## config.mk

```make
export PLATFORM = sky130hd
export DESIGN_NAME = qsim_top
export DESIGN_NICKNAME = d
export VERILOG_FILES = /design/src/qsim_arith_pkg.sv /design/src/qsim_mem_pkg.sv /design/src/qsim_complex_mac.sv /design/src/qsim_result_writer.sv /design/src/qsim_sequencer.sv /design/src/qsim_top.sv
export SDC_FILE = /design/constraint.sdc
export NUM_CORES = 2
export LEC_CHECK = 0
export ABC_AREA = 1
export BUFFER_PORTS_ARGS = -buffer_cell sky130_fd_sc_hd__buf_2
export CAP_MARGIN = 20
export CORE_ASPECT_RATIO = 1.5
export CORE_MARGIN = 5
export CORE_UTILIZATION = 65
export DETAILED_ROUTE_END_ITERATION = 8
export PLACE_DENSITY = 0.84
export SYNTH_ARGS = -nofsm -noshare
export SYNTH_HDL_FRONTEND = slang
export SYNTH_SLANG_ARGS = --single-unit
export TNS_END_PERCENT = 10
```

## constraint.sdc

```tcl
create_clock -name clk -period 18.8 [get_ports clk]
set_clock_uncertainty 0.15 [all_clocks]
set_input_delay 1.88 -clock clk [delete_from_list [all_inputs] [get_ports clk]]
set_output_delay 1.88 -clock clk [all_outputs]
set_load 0.02 [all_outputs]
```

## src/qsim_arith_pkg.sv

```systemverilog
package qsim_arith_pkg;

  // ------------------------------------------------------------
  // Fixed-point complex format
  // ------------------------------------------------------------
  localparam int PART_W    = 16;
  localparam int FRAC_BITS = 14;

  // Headroom for up to eight summed complex products
  localparam int ACC_W = 36;

  // Real part in the upper half, imaginary part in the lower half
  typedef logic [2*PART_W-1:0] cplx_t;

  typedef logic signed [PART_W-1:0]   part_t;
  typedef logic signed [2*PART_W-1:0] prod_t;
  typedef logic signed [ACC_W-1:0]    acc_t;

endpackage

```

## src/qsim_mem_pkg.sv

```systemverilog
package qsim_mem_pkg;

  // ------------------------------------------------------------
  // Address and header field widths
  // ------------------------------------------------------------
  localparam int ADDR_W  = 16;
  localparam int COUNT_W = 16;

  typedef logic [ADDR_W-1:0]  sram_addr_t;
  typedef logic [COUNT_W-1:0] count_t;

  // Supported problem size
  localparam int MAX_QUBITS = 3;
  localparam int MAX_GATES  = 4;
  localparam int MAX_STATES = 8;

  localparam int IDX_W  = $clog2(MAX_STATES);
  localparam int GATE_W = $clog2(MAX_GATES);

  // Row or column index within one state vector
  typedef logic [IDX_W-1:0]  idx_t;
  typedef logic [GATE_W-1:0] gate_idx_t;

  // ------------------------------------------------------------
  // SRAM layout
  // ------------------------------------------------------------
  // Input SRAM holds the header, then state entry c at c+1
  localparam sram_addr_t HEADER_ADDR = 16'd0;

  // Scratchpad bank b starts at b * SCRATCH_BANK_SIZE
  localparam sram_addr_t SCRATCH_BANK_SIZE = 16'd8;

  // Idle cycles between gates so scratchpad writes land before reads
  localparam int PIPE_DRAIN = 4;
  localparam int DRAIN_W    = $clog2(PIPE_DRAIN);

  typedef logic [DRAIN_W-1:0] drain_t;

endpackage

```

## src/qsim_complex_mac.sv

```systemverilog
module qsim_complex_mac (
  input  logic                   clk,
  input  logic                   reset_n,
  input  logic                   issue_valid,
  input  logic                   issue_first,
  input  logic                   issue_last,
  input  logic                   row_first,
  input  logic                   use_scratch,
  input  qsim_arith_pkg::cplx_t  gate_rdata,
  input  qsim_arith_pkg::cplx_t  input_rdata,
  input  qsim_arith_pkg::cplx_t  scratch_rdata,
  output logic                   row_valid,
  output logic                   row_first_out,
  output qsim_arith_pkg::cplx_t  row_data
);

  logic                   valid_d1;
  logic                   first_d1;
  logic                   last_d1;
  logic                   row_first_d1;
  logic                   scratch_d1;

  qsim_arith_pkg::cplx_t  state_op;
  qsim_arith_pkg::part_t  g_re, g_im, s_re, s_im;
  qsim_arith_pkg::prod_t  ac, bd, ad, bc;
  qsim_arith_pkg::acc_t   sum_re, sum_im;
  qsim_arith_pkg::acc_t   shr_re, shr_im;
  qsim_arith_pkg::acc_t   acc_re, acc_im;

  // Flags line up with the SRAM read data one cycle later
  always_ff @(posedge clk) begin
    if (!reset_n) begin
      valid_d1     <= 1'b0;
      first_d1     <= 1'b0;
      last_d1      <= 1'b0;
      row_first_d1 <= 1'b0;
      scratch_d1   <= 1'b0;
    end else begin
      valid_d1     <= issue_valid;
      first_d1     <= issue_first;
      last_d1      <= issue_last;
      row_first_d1 <= row_first;
      scratch_d1   <= use_scratch;
    end
  end

  // ------------------------------------------------------------
  // Complex product (a+bi)(c+di)
  // ------------------------------------------------------------
  always_comb begin
    state_op = scratch_d1 ? scratch_rdata : input_rdata;
    g_re = gate_rdata[31:16];
    g_im = gate_rdata[15:0];
    s_re = state_op[31:16];
    s_im = state_op[15:0];
    ac = g_re * s_re;
    bd = g_im * s_im;
    ad = g_re * s_im;
    bc = g_im * s_re;
    sum_re = qsim_arith_pkg::acc_t'(ac) - qsim_arith_pkg::acc_t'(bd);
    sum_im = qsim_arith_pkg::acc_t'(ad) + qsim_arith_pkg::acc_t'(bc);
    if (!first_d1) begin
      sum_re = sum_re + acc_re;
      sum_im = sum_im + acc_im;
    end
    shr_re = sum_re >>> qsim_arith_pkg::FRAC_BITS;
    shr_im = sum_im >>> qsim_arith_pkg::FRAC_BITS;
  end

  always_ff @(posedge clk) begin
    if (valid_d1) begin
      acc_re <= sum_re;
      acc_im <= sum_im;
    end
    if (valid_d1 && last_d1) begin
      row_data <= {shr_re[15:0], shr_im[15:0]};
    end
  end

  always_ff @(posedge clk) begin
    if (!reset_n) begin
      row_valid     <= 1'b0;
      row_first_out <= 1'b0;
    end else begin
      row_valid <= valid_d1 && last_d1;
      if (valid_d1 && last_d1) begin
        row_first_out <= row_first_d1;
      end
    end
  end

endmodule

```

## src/qsim_result_writer.sv

```systemverilog
module qsim_result_writer (
  input  logic                      clk,
  input  logic                      reset_n,
  input  logic                      row_valid,
  input  logic                      row_first_out,
  input  qsim_arith_pkg::cplx_t     row_data,
  input  logic                      to_output,
  input  logic                      bank_sel,
  output logic                      scratch_we,
  output qsim_mem_pkg::sram_addr_t  scratch_waddr,
  output qsim_arith_pkg::cplx_t     scratch_wdata,
  output logic                      out_we,
  output qsim_mem_pkg::sram_addr_t  out_waddr,
  output qsim_arith_pkg::cplx_t     out_wdata
);

  qsim_mem_pkg::idx_t        row_cnt;
  qsim_mem_pkg::idx_t        row_idx;
  qsim_mem_pkg::sram_addr_t  wr_addr;
  qsim_arith_pkg::cplx_t     wr_data;

  // First row of a gate restarts the count
  assign row_idx = row_first_out ? '0 : row_cnt;

  always_ff @(posedge clk) begin
    if (!reset_n) begin
      scratch_we <= 1'b0;
      out_we     <= 1'b0;
      row_cnt    <= '0;
    end else begin
      scratch_we <= row_valid && !to_output;
      out_we     <= row_valid && to_output;
      if (row_valid) begin
        row_cnt <= row_idx + 1'b1;
      end
    end
  end

  always_ff @(posedge clk) begin
    if (row_valid) begin
      wr_data <= row_data;
      if (to_output) begin
        wr_addr <= qsim_mem_pkg::sram_addr_t'(row_idx);
      end else begin
        wr_addr <= qsim_mem_pkg::sram_addr_t'(bank_sel) * qsim_mem_pkg::SCRATCH_BANK_SIZE +
                   qsim_mem_pkg::sram_addr_t'(row_idx);
      end
    end
  end

  assign scratch_waddr = wr_addr;
  assign scratch_wdata = wr_data;
  assign out_waddr     = wr_addr;
  assign out_wdata     = wr_data;

endmodule

```

## src/qsim_sequencer.sv

```systemverilog
module qsim_sequencer (
  input  logic                        clk,
  input  logic                        reset_n,
  input  logic                        dut_valid,
  output logic                        dut_ready,
  output qsim_mem_pkg::sram_addr_t    input_raddr,
  input  qsim_arith_pkg::cplx_t       input_rdata,
  output qsim_mem_pkg::sram_addr_t    gate_raddr,
  output qsim_mem_pkg::sram_addr_t    scratch_raddr,
  output logic                        issue_valid,
  output logic                        issue_first,
  output logic                        issue_last,
  output logic                        row_first,
  output logic                        use_scratch,
  output logic                        to_output,
  output logic                        bank_sel
);

  typedef enum logic [2:0] {
    S_IDLE,
    S_HEADER,
    S_RUN,
    S_DRAIN,
    S_DONE
  } state_t;

  state_t                    state;
  logic                      hdr_wait;
  qsim_mem_pkg::count_t      q_r;
  qsim_mem_pkg::idx_t        n_last;
  qsim_mem_pkg::gate_idx_t   m_last;
  qsim_mem_pkg::idx_t        col_cnt;
  qsim_mem_pkg::idx_t        row_cnt;
  qsim_mem_pkg::gate_idx_t   gate_cnt;
  qsim_mem_pkg::drain_t      drain_cnt;

  qsim_mem_pkg::count_t      q_hdr;
  qsim_mem_pkg::count_t      m_hdr;
  qsim_mem_pkg::count_t      q_use;
  qsim_mem_pkg::count_t      m_use;
  logic                      last_gate;
  logic                      rd_bank;

  // ------------------------------------------------------------
  // Header decode, clamped to the supported size
  // ------------------------------------------------------------
  always_comb begin
    q_hdr = input_rdata[31:16];
    m_hdr = input_rdata[15:0];
    q_use = (q_hdr > qsim_mem_pkg::count_t'(qsim_mem_pkg::MAX_QUBITS)) ?
            qsim_mem_pkg::count_t'(qsim_mem_pkg::MAX_QUBITS) : q_hdr;
    if (m_hdr == '0) begin
      m_use = 16'd1;
    end else if (m_hdr > qsim_mem_pkg::count_t'(qsim_mem_pkg::MAX_GATES)) begin
      m_use = qsim_mem_pkg::count_t'(qsim_mem_pkg::MAX_GATES);
    end else begin
      m_use = m_hdr;
    end
  end

  assign last_gate = (gate_cnt == m_last);

  // ------------------------------------------------------------
  // FSM and counters
  // ------------------------------------------------------------
  always_ff @(posedge clk) begin
    if (!reset_n) begin
      state     <= S_IDLE;
      dut_ready <= 1'b1;
      hdr_wait  <= 1'b0;
      q_r       <= '0;
      n_last    <= '0;
      m_last    <= '0;
      col_cnt   <= '0;
      row_cnt   <= '0;
      gate_cnt  <= '0;
      drain_cnt <= '0;
    end else begin
      case (state)
        S_IDLE: begin
          if (dut_valid) begin
            dut_ready <= 1'b0;
            hdr_wait  <= 1'b0;
            col_cnt   <= '0;
            row_cnt   <= '0;
            gate_cnt  <= '0;
            state     <= S_HEADER;
          end
        end
        S_HEADER: begin
          // Header data arrives on the second edge
          if (!hdr_wait) begin
            hdr_wait <= 1'b1;
          end else begin
            q_r    <= q_use;
            n_last <= qsim_mem_pkg::idx_t'((1 << q_use) - 1);
            m_last <= qsim_mem_pkg::gate_idx_t'(m_use - 16'd1);
            state  <= S_RUN;
          end
        end
        S_RUN: begin
          if (col_cnt == n_last) begin
            col_cnt <= '0;
            if (row_cnt == n_last) begin
              row_cnt   <= '0;
              drain_cnt <= '0;
              state     <= S_DRAIN;
            end else begin
              row_cnt <= row_cnt + 1'b1;
            end
          end else begin
            col_cnt <= col_cnt + 1'b1;
          end
        end
        S_DRAIN: begin
          drain_cnt <= drain_cnt + 1'b1;
          // Last gate only waits for its final write to reach the bus
          if (last_gate && drain_cnt == qsim_mem_pkg::drain_t'(1)) begin
            state <= S_DONE;
          end else if (!last_gate &&
                       drain_cnt == qsim_mem_pkg::drain_t'(qsim_mem_pkg::PIPE_DRAIN - 1)) begin
            gate_cnt <= gate_cnt + 1'b1;
            state    <= S_RUN;
          end
        end
        S_DONE: begin
          dut_ready <= 1'b1;
          state     <= S_IDLE;
        end
        default: begin
          state <= S_IDLE;
        end
      endcase
    end
  end

  // ------------------------------------------------------------
  // Issue flags and read addressing
  // ------------------------------------------------------------
  assign issue_valid = (state == S_RUN);
  assign issue_first = issue_valid && (col_cnt == '0);
  assign issue_last  = issue_valid && (col_cnt == n_last);
  assign row_first   = issue_valid && (row_cnt == '0);
  assign use_scratch = (gate_cnt != '0);
  assign to_output   = last_gate;
  assign bank_sel    = gate_cnt[0];

  // Gate j reads the bank written by gate j-1
  assign rd_bank = ~gate_cnt[0];

  assign input_raddr = issue_valid ?
                       qsim_mem_pkg::sram_addr_t'(col_cnt) + 16'd1 :
                       qsim_mem_pkg::HEADER_ADDR;

  assign gate_raddr = (qsim_mem_pkg::sram_addr_t'(gate_cnt) << (2 * q_r)) +
                      (qsim_mem_pkg::sram_addr_t'(row_cnt) << q_r) +
                      qsim_mem_pkg::sram_addr_t'(col_cnt);

  assign scratch_raddr = qsim_mem_pkg::sram_addr_t'(rd_bank) * qsim_mem_pkg::SCRATCH_BANK_SIZE +
                         qsim_mem_pkg::sram_addr_t'(col_cnt);

endmodule

```

## src/qsim_top.sv

```systemverilog
module qsim_top (
  input  logic                      clk,
  input  logic                      reset_n,
  input  logic                      dut_valid,
  output logic                      dut_ready,
  output qsim_mem_pkg::sram_addr_t  input_raddr,
  input  qsim_arith_pkg::cplx_t     input_rdata,
  output qsim_mem_pkg::sram_addr_t  gate_raddr,
  input  qsim_arith_pkg::cplx_t     gate_rdata,
  output logic                      scratch_we,
  output qsim_mem_pkg::sram_addr_t  scratch_waddr,
  output qsim_arith_pkg::cplx_t     scratch_wdata,
  output qsim_mem_pkg::sram_addr_t  scratch_raddr,
  input  qsim_arith_pkg::cplx_t     scratch_rdata,
  output logic                      out_we,
  output qsim_mem_pkg::sram_addr_t  out_waddr,
  output qsim_arith_pkg::cplx_t     out_wdata
);

  logic                   issue_valid;
  logic                   issue_first;
  logic                   issue_last;
  logic                   row_first;
  logic                   use_scratch;
  logic                   to_output;
  logic                   bank_sel;
  logic                   row_valid;
  logic                   row_first_out;
  qsim_arith_pkg::cplx_t  row_data;

  // ------------------------------------------------------------
  // Control path
  // ------------------------------------------------------------
  qsim_sequencer u_sequencer (
    .clk           (clk),
    .reset_n       (reset_n),
    .dut_valid     (dut_valid),
    .dut_ready     (dut_ready),
    .input_raddr   (input_raddr),
    .input_rdata   (input_rdata),
    .gate_raddr    (gate_raddr),
    .scratch_raddr (scratch_raddr),
    .issue_valid   (issue_valid),
    .issue_first   (issue_first),
    .issue_last    (issue_last),
    .row_first     (row_first),
    .use_scratch   (use_scratch),
    .to_output     (to_output),
    .bank_sel      (bank_sel)
  );

  // ------------------------------------------------------------
  // MAC datapath and write-back
  // ------------------------------------------------------------
  qsim_complex_mac u_mac (
    .clk           (clk),
    .reset_n       (reset_n),
    .issue_valid   (issue_valid),
    .issue_first   (issue_first),
    .issue_last    (issue_last),
    .row_first     (row_first),
    .use_scratch   (use_scratch),
    .gate_rdata    (gate_rdata),
    .input_rdata   (input_rdata),
    .scratch_rdata (scratch_rdata),
    .row_valid     (row_valid),
    .row_first_out (row_first_out),
    .row_data      (row_data)
  );

  qsim_result_writer u_writer (
    .clk           (clk),
    .reset_n       (reset_n),
    .row_valid     (row_valid),
    .row_first_out (row_first_out),
    .row_data      (row_data),
    .to_output     (to_output),
    .bank_sel      (bank_sel),
    .scratch_we    (scratch_we),
    .scratch_waddr (scratch_waddr),
    .scratch_wdata (scratch_wdata),
    .out_we        (out_we),
    .out_waddr     (out_waddr),
    .out_wdata     (out_wdata)
  );

endmodule

```

==> flow_results.org <==
** STA
- The final count of pins violating max slew is 0.
- Setup repair after global routing missed its margin :: false
- Based on the critical path, the design can be clocked at up to 83.7 MHz.
- Final number of hold-violating endpoints :: 0
- Period utilisation layout :: 63.6%
- Headroom to the max-slew limit came out at 20.3%.
- Sum of negative setup slack :: 0 ns
- Slew at the pin closest to its max-slew limit :: 1.19 ns
- Final count of negative-setup-slack endpoints :: 0
- Final critical delay including setup and external delays :: 11.95 ns

** Global routing
- Number of antenna violations at the first check in global routing :: 10
- The total overflow left after global routing is 0.
- Global routing used 37.8% of the available tracks across all layers.
- Wire length of the first global-routing pass :: 239,000 µm
- Maximum number of pins on one net before global-route repair :: 84
- The via count of the first global-routing pass came to 44.9k.

** Synthesis
- Yosys mapped a number of flops with a built-in enable equal to 128.
- Sequential fraction of the synthesis area :: 9.61%
- Synthesized flop and latch total :: 176
- Dominant cells by area after synthesis :: fa_1, inv_1, ha_1
- Summed over all instances, the cell type with the most area after synthesis is fa_1.
- Synthesis instantiated 53 different standard cells from the library.
- After Yosys synthesis, and, or, nand and nor cells account for 16.0% of the synthesized area.
- Number of cells produced by synthesis :: 6,012
- Fraction of post-synthesis cell area in the top cell type by area :: 43.7%
- After Yosys synthesis, XOR and XNOR cells account for 2.04% of the synthesized area.
- The mapped netlist covers 50,000 µm².
- Avg Inst Size Synth :: 8.32 µm²
- Share of synthesized flip-flops with an asynchronous set or reset :: 0%
- Combinational family with the most area after synthesis :: adder cells
- The most used flip-flop cell after synthesis is edfxtp_1.
- Synth Warn # :: 0
- The synthesized netlist devotes 4.51% of its cell area to compound gates.
- Of the total synthesized cell area, the portion taken by full adders, half adders and majority gates is 53.4%.
- Of the post-synthesis cell area, the part taken by muxes is 0%.

** Critical path
- CP Capture Type :: flop
- For this run, the slowest stage of the critical path takes 1.02 ns.
- In this run the critical register-to-register path is captured at u_mac.acc_re[29].
- STA puts the critical path data required time at 18.90 ns.
- The setup path with the least slack is of type input pin to flop.
- Register-to-register setup slack :: 7.03 ns
- Destination of the critical timing path :: u_mac.acc_re[29]
- RR Startpoint :: u_mac.scratch_d1
- Crit-path max FO :: 22
- Start point of the critical path :: input_rdata[31]
- CP startpoint kind :: input pin
- Worst path most repeated cell :: nand2_1
- Arrival time reported for the critical path endpoint :: 12.05 ns
- The worst register-to-register path has a depth of 40.
- Slowest cell on the critical path :: inv_1

** Die
- From left edge to right edge, the die measures 237 µm.
- Num ports :: 246
- Effective utilization at floorplan :: 65.5%
- After floorplanning, the core was divided into 124 placement rows.
- The floorplan step defined a die boundary enclosing 82,700 µm².
- Core Footprint :: 76,300 µm²
- The die is 350 µm tall.

** Detailed routing
- DR iter-0 viols :: 3,422
- The count of nets left with antenna violations once routing finished came out at 0.
- After detailed routing, the number of remaining DRC violations is 0.
- The routed layout has 41.0k vias.
- Router iterations before antenna repair :: 8
- After detailed routing, the total wire length is 154,000 µm.
- In the routed layout, each cell is associated on average with a via count of 5.80.
- Mean routed wirelength per cell :: 21.8 µm

** CTS
- Root buf cell :: clkbuf_16
- Buffer count from post-CTS setup fixing :: 0
- For the worst-skew pair, the clock arrives at the later sink with an insertion delay of 0.51 ns.
- The H-tree generated during clock tree synthesis spans 4 levels.
- CTS tree :: yes
- Num CTS Buffers :: 25
- Sinks on the clock net :: 176
- After clock tree synthesis, the clock-pin slew on the worst setup and hold paths is 0.07 ns.
- In this run, post-CTS hold repair placed 0 buffers.
- Resized cells post-CTS :: 0
- In this run the deepest clock path goes through 3 buffers.

** Hold path
- Hold Startpoint :: u_mac.row_data[11]
- In this run the worst hold path is classified as flop to flop.

** Run
- The tool flagged a number of max-cap violations equal to 0.

** Placement
- Detailed placement finished with a half-perimeter wire length of 123,000 µm.
- Routability-driven placement finished with a final weighted congestion of 1.03.
- Post-detailed-placement cell area :: 51,400 µm²
- Buffers placed on the I/O ports in this run total 197.

** Final layout
- The area growth from synthesis to layout is 4.29%.
- The library cell used most frequently in the layout, excluding fill and tap cells, is inv_1.
- Fraction of layout instances using a drive strength above 1 :: 5.73%
- Once layout is done, the placed cells without fillers occupy 52,200 µm².
- In the layout the commonest cells are inv_1, fa_1, nand2_1.
- Net total in the final layout :: 7,629

** Outcome
- Status :: complete, no violations
-- stage by stage --
step	setup slack [ns]	hold WS, ns	utilization, %	std cells
floorplan	8.19	0.250	-	6059
global placement	6.66	0.251	67.4	7029
detailed placement	6.61	0.255	67.4	7029
CTS	7.12	0.255	68.3	7062
global route	6.37	0.267	68.3	7065
finish	6.85	0.249	68.3	7071
-- layer usage --
metal	share of wire [%]	GRT usage (%)
met2	47	62.5
met3	10	9.69
met1	31	40.0
met4	12	33.2
met5	0.040	0
-- state kept, by name (all words and copies together) (netlist names), 4 cells and up --
name and flops:
u_mac.acc_im 30, u_mac.acc_re 30, u_mac.row_data 32, u_sequencer.q_r 16, u_writer.out_wdata 32, u_writer.out_waddr 4
-- critical path, delay by kind of cell --
family	cells	cell delay, ns
AOI/OAI and AO/OA	3	0.51
xor gates and xnor gates	1	0.31
adders and majority gates	10	4.78
buffers and inverters	9	1.45
and+or+nand+nor	17	3.10
-- how the worst min path moves through the flow --
stage | to | cells past startpoint
2_1_floorplan | u_writer.out_wdata[0] | 0
3_3_place_gp | u_writer.out_wdata[23] | 0
3_5_place_dp | u_writer.out_wdata[11] | 0
4_1_cts | u_writer.out_wdata[11] | 0
5_1_grt | u_writer.out_wdata[13] | 0
6_report | u_writer.out_wdata[11] | 0
-- cells by family (layout without fill, tap and decap cells) --
family                     Yosys count  after routing
AOI/OAI and AO/OA                  405            405
xor gates and xnor gates           114            114
adders and majority gates         1480           1480
buffers and inverters             1837           1834
DFF                                176            176
other                                1             55
and+or+nand+nor                   1999           1999
-- final cells by class --
type                       instances  area (µm²)
antenna                            7        17.5
fill                            6073       24200
inverter                        1560        5860
tap                             1008        1260
sequential                       176        4810
clock inverter                     5        32.5
clock buffer                      28         637
multi-input combinational       4046       38200
timing repair buffer             241        1350
-- cell usage after synthesis (4+ instances only) --
cell type,count
xor2_1,65
dfxtp_1,48
a21o_1,17
ha_1,389
a211oi_1,8
clkbuf_1,173
buf_1,10
nor4_1,11
a221oi_1,5
nor2_1,745
nand2_1,998
buf_4,86
inv_1,1531
a31oi_1,9
xnor2_1,47
nand4_1,24
fa_1,1091
inv_2,4
a21oi_1,167
o21ai_0,135
nand3_1,102
o21ai_1,16
nor3_1,53
o21bai_1,13
edfxtp_1,128
or2_2,35
clkinv_1,25
o31ai_1,7
o21ai_2,9
nand3b_1,9
nand2_2,10
buf_2,4
Power is not shown: default switching activity piles up to over one toggle a cycle in this logic, so the estimate is an artifact.
